===== config.mk =====
export PLATFORM = sky130hd
export DESIGN_NAME = mmu_top
export DESIGN_NICKNAME = d
export VERILOG_FILES = /design/src/mmu_pkg.sv /design/src/mmu_top.sv /design/src/mmu_apb_regs.sv /design/src/mmu_perm_check.sv /design/src/mmu_ptw.sv /design/src/mmu_tlb.sv
export SDC_FILE = /design/constraint.sdc
export NUM_CORES = 1
export LEC_CHECK = 0
export ABC_AREA = 1
export ABC_CLOCK_PERIOD_IN_PS = 5400
export BUFFER_PORTS_ARGS = -buffer_cell sky130_fd_sc_hd__buf_2
export CAP_MARGIN = 15
export CORE_ASPECT_RATIO = 1.4
export CORE_UTILIZATION = 55
export CTS_CLUSTER_SIZE = 40
export DETAILED_ROUTE_END_ITERATION = 6
export GPL_ROUTABILITY_DRIVEN = 0
export PLACE_DENSITY = 0.71
export SYNTH_ARGS = -nofsm -noshare
export SYNTH_HDL_FRONTEND = slang
export SYNTH_SLANG_ARGS = --single-unit
export TNS_END_PERCENT = 1

===== constraint.sdc =====
create_clock -name clk -period 5.4 [get_ports clk]
set_clock_uncertainty 0.1 [all_clocks]
set_input_delay 0.27 -clock clk [delete_from_list [all_inputs] [get_ports clk]]
set_output_delay 0.27 -clock clk [all_outputs]
set_load 0.05 [all_outputs]

===== src/mmu_pkg.sv =====
`default_nettype none

package mmu_pkg;

	localparam int APB_AW = 8;

	// Register offsets on the APB port.
	localparam logic [APB_AW-1:0] REG_SATP   = 8'h00;
	localparam logic [APB_AW-1:0] REG_VADDR  = 8'h04;
	localparam logic [APB_AW-1:0] REG_CMD    = 8'h08;
	localparam logic [APB_AW-1:0] REG_STATUS = 8'h0C;
	localparam logic [APB_AW-1:0] REG_RESULT = 8'h10;

	// Same layout as the Sv32 PTE low byte.
	typedef struct packed {
		logic d;
		logic a;
		logic g;
		logic u;
		logic x;
		logic w;
		logic r;
		logic v;
	} access_tag_t;

	typedef struct packed {
		logic [11:0] ppn1;
		logic [9:0]  ppn0;
		logic [1:0]  rsw;
		access_tag_t tag;
	} pte_t;

	typedef enum logic [1:0] {
		ACC_READ  = 2'd0,
		ACC_WRITE = 2'd1,
		ACC_EXEC  = 2'd2
	} access_e;

	typedef struct packed {
		logic [19:0] vpn;
		access_e     access;
		logic        user;
	} xlate_req_t;

	typedef struct packed {
		logic [21:0] ppn;
		logic        fault;
		logic        walked;   // Walker ran for this request.
	} xlate_res_t;

	typedef struct packed {
		logic        valid;
		logic [33:0] addr;     // Physical byte address.
	} mem_req_t;

	typedef struct packed {
		logic valid;
		pte_t data;
	} mem_rsp_t;

	typedef enum logic [2:0] {
		PTW_IDLE,
		PTW_L1_REQ,
		PTW_L0_REQ,
		PTW_FILL,
		PTW_FAULT
	} ptw_state_e;

	typedef enum logic [1:0] {
		SEQ_IDLE,
		SEQ_RESOLVE,
		SEQ_WAIT,
		SEQ_WALK
	} seq_state_e;

endpackage

`default_nettype wire

===== src/mmu_top.sv =====
`default_nettype none

module mmu_top
	import mmu_pkg::*;
#(
	parameter int ENTRIES = 32
) (
	input  logic              clk,
	input  logic              rst_n,
	input  logic              psel,
	input  logic              penable,
	input  logic              pwrite,
	input  logic [APB_AW-1:0] paddr,
	input  logic [31:0]       pwdata,
	output logic [31:0]       prdata,
	output logic              pready,
	output logic              pslverr,
	output mem_req_t          mem_req,
	input  mem_rsp_t          mem_rsp
);

	logic        tlb_resolve;
	logic        tlb_write_sel;
	logic        tlb_write;
	logic        tlb_flush;
	logic        tlb_enable;
	logic [19:0] tlb_vpn;
	logic        tlb_done;
	logic        tlb_miss;
	access_tag_t tlb_tag;
	logic [21:0] tlb_phys;
	xlate_req_t  req;
	xlate_res_t  res;
	logic [21:0] root_ppn;
	logic        walked;
	logic        walk_start;
	logic        walk_done;
	logic        walk_fault;
	logic        ptw_fill;
	access_tag_t ptw_tag;
	logic [21:0] ptw_phys;

	// Refill only lands while the sequencer waits on the walker.
	assign tlb_write = ptw_fill && tlb_write_sel;

	mmu_apb_regs #(.ENTRIES(ENTRIES)) u_regs (
		.clk(clk), .rst_n(rst_n), .psel(psel), .penable(penable), .pwrite(pwrite),
		.paddr(paddr), .pwdata(pwdata), .prdata(prdata), .pready(pready),
		.pslverr(pslverr), .tlb_resolve(tlb_resolve), .tlb_write_sel(tlb_write_sel),
		.tlb_flush(tlb_flush), .tlb_enable(tlb_enable), .tlb_vpn(tlb_vpn),
		.tlb_done(tlb_done), .tlb_miss(tlb_miss), .res(res), .req(req),
		.root_ppn(root_ppn), .walked(walked), .walk_start(walk_start),
		.walk_done(walk_done), .walk_fault(walk_fault)
	);

	mmu_tlb #(.ENTRIES(ENTRIES)) u_tlb (
		.clk(clk), .rst_n(rst_n), .enable(tlb_enable), .vpn(tlb_vpn),
		.resolve(tlb_resolve), .write(tlb_write), .flush(tlb_flush),
		.wr_tag(ptw_tag), .wr_phys(ptw_phys), .done(tlb_done), .miss(tlb_miss),
		.tag(tlb_tag), .phys(tlb_phys)
	);

	mmu_ptw u_ptw (
		.clk(clk), .rst_n(rst_n), .start(walk_start), .req(req), .root_ppn(root_ppn),
		.mem_req(mem_req), .mem_rsp(mem_rsp), .fill(ptw_fill), .fill_tag(ptw_tag),
		.fill_phys(ptw_phys), .done(walk_done), .fault(walk_fault)
	);

	mmu_perm_check u_perm (
		.tag(tlb_tag), .phys(tlb_phys), .req(req), .walked(walked), .res(res)
	);

endmodule

`default_nettype wire


===== src/mmu_apb_regs.sv =====
`default_nettype none

module mmu_apb_regs
	import mmu_pkg::*;
#(
	parameter int ENTRIES = 32
) (
	input  logic              clk,
	input  logic              rst_n,
	input  logic              psel,
	input  logic              penable,
	input  logic              pwrite,
	input  logic [APB_AW-1:0] paddr,
	input  logic [31:0]       pwdata,
	output logic [31:0]       prdata,
	output logic              pready,
	output logic              pslverr,
	output logic              tlb_resolve,
	output logic              tlb_write_sel,
	output logic              tlb_flush,
	output logic              tlb_enable,
	output logic [19:0]       tlb_vpn,
	input  logic              tlb_done,
	input  logic              tlb_miss,
	input  xlate_res_t        res,
	output xlate_req_t        req,
	output logic [21:0]       root_ppn,
	output logic              walked,
	output logic              walk_start,
	input  logic              walk_done,
	input  logic              walk_fault
);

	localparam int IDX_W = $clog2(ENTRIES);

	seq_state_e  state;
	logic        access;
	logic        reg_hit;
	logic        cmd_wr;
	logic        busy;
	logic        satp_mode;
	logic [21:0] satp_ppn;
	logic [31:0] vaddr;
	xlate_req_t  req_q;
	logic        done_q;
	logic        fault_q;
	logic        walked_q;
	logic [21:0] result_ppn;

	assign access  = psel && penable;
	assign reg_hit = (paddr == REG_SATP) || (paddr == REG_VADDR) || (paddr == REG_CMD) ||
		(paddr == REG_STATUS) || (paddr == REG_RESULT);
	assign pready  = 1'b1;
	assign pslverr = access && !reg_hit;
	assign busy    = (state != SEQ_IDLE);
	assign cmd_wr  = access && pwrite && (paddr == REG_CMD) && !busy;   // Dropped while busy.

	always_comb begin
		case (paddr)
			REG_SATP:   prdata = {satp_mode, 9'b0, satp_ppn};
			REG_VADDR:  prdata = vaddr;
			REG_STATUS: prdata = {16'b0, 8'(IDX_W), 4'b0, walked_q, fault_q, done_q, busy};
			REG_RESULT: prdata = {10'b0, result_ppn};
			default:    prdata = 32'b0;
		endcase
	end

	always_ff @(posedge clk) begin
		if (!rst_n) begin
			satp_mode <= 1'b0;
			satp_ppn  <= '0;
			vaddr     <= '0;
		end else if (access && pwrite) begin
			if (paddr == REG_SATP) begin
				satp_mode <= pwdata[31];
				satp_ppn  <= pwdata[21:0];
			end
			if (paddr == REG_VADDR) begin
				vaddr <= pwdata;
			end
		end
	end

	// Translation sequencer.
	always_ff @(posedge clk) begin
		if (!rst_n) begin
			state    <= SEQ_IDLE;
			done_q   <= 1'b0;
			fault_q  <= 1'b0;
			walked_q <= 1'b0;
		end else begin
			case (state)
				SEQ_IDLE: begin
					if (cmd_wr) begin
						done_q   <= pwdata[3];        // Flush is done at once.
						fault_q  <= 1'b0;
						walked_q <= 1'b0;
						if (!pwdata[3]) begin
							state <= SEQ_RESOLVE;
						end
					end
				end
				SEQ_RESOLVE: begin
					state <= SEQ_WAIT;
				end
				SEQ_WAIT: begin
					if (tlb_done && tlb_miss) begin
						walked_q <= 1'b1;
						state    <= SEQ_WALK;
					end else if (tlb_done) begin
						done_q  <= 1'b1;
						fault_q <= res.fault && satp_mode;   // Bare mode never faults.
						state   <= SEQ_IDLE;
					end
				end
				SEQ_WALK: begin
					if (walk_done && walk_fault) begin
						done_q  <= 1'b1;
						fault_q <= 1'b1;
						state   <= SEQ_IDLE;
					end else if (walk_done) begin
						state <= SEQ_RESOLVE;         // Look up the refilled entry.
					end
				end
				default: begin
					state <= SEQ_IDLE;
				end
			endcase
		end
	end

	always_ff @(posedge clk) begin
		if (cmd_wr && !pwdata[3]) begin
			req_q <= '{vpn: vaddr[31:12], access: access_e'(pwdata[1:0]), user: pwdata[2]};
		end
		if (state == SEQ_WAIT && tlb_done && !tlb_miss) begin
			result_ppn <= res.ppn;
		end else if (state == SEQ_WALK && walk_done && walk_fault) begin
			result_ppn <= '0;
		end
	end

	assign tlb_resolve   = (state == SEQ_RESOLVE);
	assign tlb_write_sel = (state == SEQ_WALK);   // Walker owns the write port.
	assign tlb_flush     = cmd_wr && pwdata[3];
	assign tlb_enable    = satp_mode;
	assign tlb_vpn       = req_q.vpn;
	assign req           = req_q;
	assign root_ppn      = satp_ppn;
	assign walked        = walked_q;
	assign walk_start    = (state == SEQ_WAIT) && tlb_done && tlb_miss;

endmodule

`default_nettype wire


===== src/mmu_perm_check.sv =====
`default_nettype none

module mmu_perm_check
	import mmu_pkg::*;
(
	input  access_tag_t tag,
	input  logic [21:0] phys,
	input  xlate_req_t  req,
	input  logic        walked,
	output xlate_res_t  res
);

	logic acc_fault;
	logic priv_fault;
	logic fault;

	// Access type against r, w, x and d.
	always_comb begin
		case (req.access)
			ACC_READ: begin
				acc_fault = !tag.r;
			end
			ACC_WRITE: begin
				acc_fault = !tag.w || !tag.d;   // No hardware D update.
			end
			ACC_EXEC: begin
				acc_fault = !tag.x;
			end
			default: begin
				acc_fault = 1'b1;
			end
		endcase
	end

	// User may only touch u pages, supervisor never.
	always_comb begin
		if (req.user) begin
			priv_fault = !tag.u;
		end else begin
			priv_fault = tag.u;
		end
	end

	// A clear A bit faults too.
	assign fault = !tag.v || !tag.a || acc_fault || priv_fault;

	always_comb begin
		res.ppn    = phys;
		res.fault  = fault;
		res.walked = walked;
	end

endmodule

`default_nettype wire


===== src/mmu_ptw.sv =====
`default_nettype none

module mmu_ptw
	import mmu_pkg::*;
(
	input  logic        clk,
	input  logic        rst_n,
	input  logic        start,
	input  xlate_req_t  req,
	input  logic [21:0] root_ppn,
	output mem_req_t    mem_req,
	input  mem_rsp_t    mem_rsp,
	output logic        fill,
	output access_tag_t fill_tag,
	output logic [21:0] fill_phys,
	output logic        done,
	output logic        fault
);

	ptw_state_e state;
	ptw_state_e state_nx;

	pte_t pte;
	logic pte_bad;
	logic pte_leaf;

	logic [19:0] vpn_q;
	logic [33:0] addr_q;
	access_tag_t tag_q;
	logic [21:0] phys_q;

	// Decode of the returned entry.
	assign pte      = mem_rsp.data;
	assign pte_bad  = !pte.tag.v || (pte.tag.w && !pte.tag.r);
	assign pte_leaf = pte.tag.r || pte.tag.x;

	always_comb begin
		state_nx = state;
		case (state)
			PTW_IDLE: begin
				if (start) begin
					state_nx = PTW_L1_REQ;
				end
			end
			PTW_L1_REQ: begin
				if (mem_rsp.valid) begin
					if (pte_bad) begin
						state_nx = PTW_FAULT;
					end else if (pte_leaf) begin
						state_nx = PTW_FILL;    // Megapage.
					end else begin
						state_nx = PTW_L0_REQ;
					end
				end
			end
			PTW_L0_REQ: begin
				if (mem_rsp.valid) begin
					// A pointer at the last level is invalid.
					if (pte_bad || !pte_leaf) begin
						state_nx = PTW_FAULT;
					end else begin
						state_nx = PTW_FILL;
					end
				end
			end
			default: begin
				state_nx = PTW_IDLE;
			end
		endcase
	end

	always_ff @(posedge clk) begin
		if (!rst_n) begin
			state <= PTW_IDLE;
		end else begin
			state <= state_nx;
		end
	end

	always_ff @(posedge clk) begin
		case (state)
			PTW_IDLE: begin
				if (start) begin
					vpn_q  <= req.vpn;
					addr_q <= {root_ppn, req.vpn[19:10], 2'b00};
				end
			end
			PTW_L1_REQ: begin
				if (mem_rsp.valid) begin
					addr_q <= {pte.ppn1, pte.ppn0, vpn_q[9:0], 2'b00};
					tag_q  <= pte.tag;
					phys_q <= {pte.ppn1, vpn_q[9:0]};
				end
			end
			PTW_L0_REQ: begin
				if (mem_rsp.valid) begin
					tag_q  <= pte.tag;
					phys_q <= {pte.ppn1, pte.ppn0};
				end
			end
			default: begin
			end
		endcase
	end

	always_comb begin
		mem_req.valid = (state == PTW_L1_REQ) || (state == PTW_L0_REQ);
		mem_req.addr  = addr_q;    // Held until the response.
	end

	assign fill      = (state == PTW_FILL);
	assign fill_tag  = tag_q;
	assign fill_phys = phys_q;
	assign done      = (state == PTW_FILL) || (state == PTW_FAULT);
	assign fault     = (state == PTW_FAULT);

endmodule

`default_nettype wire


===== src/mmu_tlb.sv =====
`default_nettype none

module mmu_tlb
	import mmu_pkg::*;
#(
	parameter int ENTRIES = 32
) (
	input  logic        clk,
	input  logic        rst_n,
	input  logic        enable,
	input  logic [19:0] vpn,
	input  logic        resolve,
	input  logic        write,
	input  logic        flush,
	input  access_tag_t wr_tag,
	input  logic [21:0] wr_phys,
	output logic        done,
	output logic        miss,
	output access_tag_t tag,
	output logic [21:0] phys
);

	// Low vpn bits index the table, the upper bits are compared.
	localparam int IDX_W = $clog2(ENTRIES);
	localparam int TAG_W = 20 - IDX_W;

	// Everything allowed, accessed and dirty, not global.
	localparam access_tag_t BYPASS_TAG = 8'b1101_1111;

	logic [ENTRIES-1:0] valid;
	logic [7:1]         perm_mem [ENTRIES];
	logic [TAG_W-1:0]   vtag_mem [ENTRIES];
	logic [21:0]        phys_mem [ENTRIES];

	logic [IDX_W-1:0] wr_index;
	logic [TAG_W-1:0] wr_vtag;
	logic [IDX_W-1:0] rd_index;
	logic [TAG_W-1:0] rd_vtag;

	logic        resolve_q;
	logic        enable_q;
	logic [19:0] vpn_q;
	logic        hit;

	assign wr_index = vpn[IDX_W-1:0];
	assign wr_vtag  = vpn[19:IDX_W];
	assign rd_index = vpn_q[IDX_W-1:0];
	assign rd_vtag  = vpn_q[19:IDX_W];

	always_ff @(posedge clk) begin
		if (!rst_n) begin
			valid     <= '0;
			resolve_q <= 1'b0;
		end else begin
			resolve_q <= resolve;
			if (flush) begin
				valid <= '0;       // Flush all entries.
			end else if (write) begin
				valid[wr_index] <= wr_tag.v;
			end
		end
	end

	always_ff @(posedge clk) begin
		if (resolve) begin
			vpn_q    <= vpn;
			enable_q <= enable;
		end
		if (write && !flush) begin
			perm_mem[wr_index] <= wr_tag[7:1];
			vtag_mem[wr_index] <= wr_vtag;
			phys_mem[wr_index] <= wr_phys;
		end
	end

	assign hit = valid[rd_index] && (vtag_mem[rd_index] == rd_vtag);

	always_comb begin
		if (enable_q) begin
			tag  = access_tag_t'({perm_mem[rd_index], valid[rd_index]});
			phys = phys_mem[rd_index];
		end else begin
			tag  = BYPASS_TAG;
			phys = {2'b00, vpn_q};   // Identity mapping.
		end
		done = resolve_q;
		miss = resolve_q && enable_q && !hit;
	end

endmodule

`default_nettype wire


==> impl_metrics.env <==
export IMPL_status="complete, but fails checks"
export IMPL_violations="design-rule violations, negative hold slack"
export IMPL_ys_seq_area_share_pct=74.20
export IMPL_cts_sinks=1614
export IMPL_relSlewSlack_pct=13.12
export IMPL_drive_gt1_share_pct=9.497
export IMPL_powerDensity_mw_per_mm2=487.6
export IMPL_fin_setup_tns_ns=0
export IMPL_fin_crit_sh_pct=79.88
export IMPL_grt_first_pass_wirelength_um=264500
export IMPL_final_min_clock_period_ns=4.313
export IMPL_path_clk_slew_ns=0.06
export IMPL_syn_to_final_growth_pct=11.85
export IMPL_synth_cell_types=37
export IMPL_yosysTopAreaCellShare_pct=71.04
export IMPL_antenna_found_initial=2
export IMPL_avgSynthCellArea_um2=12.31
export IMPL_slew_viol_final=0
export IMPL_leakage_nw=24.49
export IMPL_drt_initial_drc_count=5561
export IMPL_via_per_inst=6.299
export IMPL_antenna_cells=0
export IMPL_io_buffers=140
export IMPL_overflow=0
export IMPL_fill_cells=8407
export IMPL_rows=147
export IMPL_die_w_um=290.2
export IMPL_start_util_pct=55.64
export IMPL_reg2reg_slack_ns=1.09
export IMPL_hold_viol=2
export IMPL_yosys_most_used_dff="edfxtp_1"
export IMPL_setup_viol=0
export IMPL_hpwl_um=96370
export IMPL_coreArea_mm2=0.1150
export IMPL_synth_largest_area_cell="edfxtp_1"
export IMPL_max_slew_worst_pin_slew_ns=1.303
export IMPL_hold_path_class="in2reg"
export IMPL_grt_pass1_vias=41260
export IMPL_drc_errors=1
export IMPL_syn_area_mm2=0.06396
export IMPL_crit_type="reg2reg"
export IMPL_dr_pass1_iters=7
export IMPL_ir_drop_v=0.0004142
export IMPL_grt_max_degree=202
export IMPL_syn_inst=5194
export IMPL_groute_usage_overall_pct=30.85
export IMPL_rsz0062_at_grt="false"
export IMPL_num_io_pins=147
export IMPL_crit_path_end_kind="register"
export IMPL_ys_ff_latch=1614
export IMPL_synthArstFlopShare_pct=0
export IMPL_required_ns=5.95
export IMPL_ys_warn_count=0
export IMPL_fin_hold_ws_ns=-0.009395
export IMPL_synth_area_top_cells="edfxtp_1, nand2_1, o21ai_0"
export IMPL_synth_edff_count=1513
export IMPL_crit_fanout=81
export IMPL_htreeDepth=4
export IMPL_dieArea_mm2=0.1177
export IMPL_wl_um=183700
export IMPL_power_mw=34.88
export IMPL_clockRootBuffer="clkbuf_16"
export IMPL_max_clock_path_buffers=3
export IMPL_numCtsBuffers=145
export IMPL_ant_nets=0
export IMPL_critPathArrivalTime_ns=4.86
export IMPL_fin_nets=5387
export IMPL_wire_per_inst_um=26.58
export IMPL_vias=43540
export IMPL_timing_fmax_mhz=231.8
export IMPL_die_h_um=405.5
export IMPL_cts_tree="done"
export IMPL_post_cts_buffers=0
export IMPL_drv_cap=0
export IMPL_startpoint_type="register"
export IMPL_clk_latency_ns=0.78
==> cell type report <==
type / count / area, um^2 / share of cell area, %
Sequential cell: 1614 / 47470 / 66.36
Multi-Input combinational cell: 3154 / 14780 / 20.65
Clock buffer: 197 / 4036 / 5.642
Timing Repair Buffer: 307 / 2500 / 3.495
Tap cell: 1490 / 1864 / 2.606
Clock inverter: 64 / 533.0 / 0.7451
Inverter: 87 / 356.6 / 0.4985
==> placed cells by master (no fill, tap or decap), drive strengths merged, types with 2 or more instances in the layout <==
cell / n
clkinvlp: 3
edfxtp: 1513
a211oi: 16
bufinv: 8
nor4: 5
o211ai: 21
o21ai: 598
inv: 87
clkinv: 53
clkbuf: 197
o221ai: 62
nand3b: 12
nand3: 539
dlygate4sd3: 63
o32ai: 4
buf: 244
nand2: 922
nor3: 45
o31ai: 2
conb: 3
dfxtp: 101
nand4: 6
a21oi: 50
o22ai: 177
o2111ai: 3
nor2: 684
==> power by group <==
part | total [mW] | internal, mW | switching, mW
Combinational | 9.89 | 2.64 | 7.25
Sequential | 14.9 | 14.2 | 0.687
Clock | 10.1 | 5.63 | 4.44
==> cell usage after synthesis, drive strengths merged, types with 12 or more instances <==
cell type,instances
edfxtp,1513
nand2,922
nor2,684
o21ai,598
nand3,539
o22ai,177
clkbuf,173
buf,167
dfxtp,101
inv,83
o221ai,62
a21oi,50
nor3,45
o211ai,21
a211oi,16
nand3b,12
==> through the flow <==
step	cells	worst slack, ns	utilization (%)	cell area (um^2)	hold slack (ns)
5_1_grt	6913	0.9477	62.23	71540	0.006897
2_1_floorplan	5195	1.493	-	63960	0.2689
4_1_cts	6907	1.188	62.12	71400	0.02207
3_5_place_dp	6583	1.229	57.59	66200	0.3348
6_report	6913	1.087	62.23	71540	-0.009395
3_3_place_gp	6583	1.204	57.59	66200	0.3340
==> path summary, 6_finish.rpt <==
check,from,endpoint,cells past startpoint
worst min register to register,u_regs.vaddr[29],u_regs.tlb_vpn[17],0
worst max-delay path,register,u_regs.result_ppn[0],10
worst max register to register,register,u_regs.result_ppn[0],10
worst min-delay path,paddr[3],u_regs.vaddr[10],6
==> per-layer routing <==
| layer | track usage (%) | vias to the layer above | wire length (um) |
|---|---|---|---|
| met1 | 38.09 | 21330 | 65140 |
| met4 | 20.43 | 4 | 13100 |
| met3 | 4.346 | 604 | 16050 |
| met2 | 51.10 | 2600 | 89410 |
| met5 | 0 | - | 29 |
| li1 | - | 19000 | - |
==> logic make-up (layout without fill, tap and decap cells) <==
group,after synthesis,count (layout),synth area share [%]
flip-flops,1614,1614,74.20
buffers and inverters,427,655,3.152
AO/OA/AOI/OAI,936,936,8.357
other,2,3,0.01174
AND/OR/NAND/NOR,2215,2215,14.28
==> worst max-delay path: stages (launching register included) <==
cell and delay (ns):
dfxtp_4 0.48, inv_8 0.36, buf_4 0.78, buf_4 0.60
o21ai_0 0.18, o22ai_1 0.14, o21ai_0 0.11, o221ai_1 0.40
a21oi_1 0.16, a211oi_1 0.51, buf_4 0.20
==> sequential cells by signal, indices dropped and copies added, names as in the netlist, 2 cells and up, named ones only <==
signal,count
u_ptw.fill_tag,7
u_regs.result_ppn,22
u_tlb.phys_mem,704
u_tlb.vtag_mem,480
u_ptw.addr_q,32
u_regs.req,3
u_tlb.vpn_q,20
u_ptw.state,3
u_regs.vaddr,32
u_regs.tlb_vpn,20
u_tlb.perm_mem,192
u_regs.state,2
u_ptw.fill_phys,22
u_regs.root_ppn,22
u_ptw.vpn_q,10
u_tlb.valid,32
==> repair_timing <==
item / 4_1_cts / 5_1_grt
hold buffers: 63 / 0
hold endpoints to repair: 127 / 0
resized for setup: 0 / 0
No activity file was read; power rests on OpenSTA's default activity.
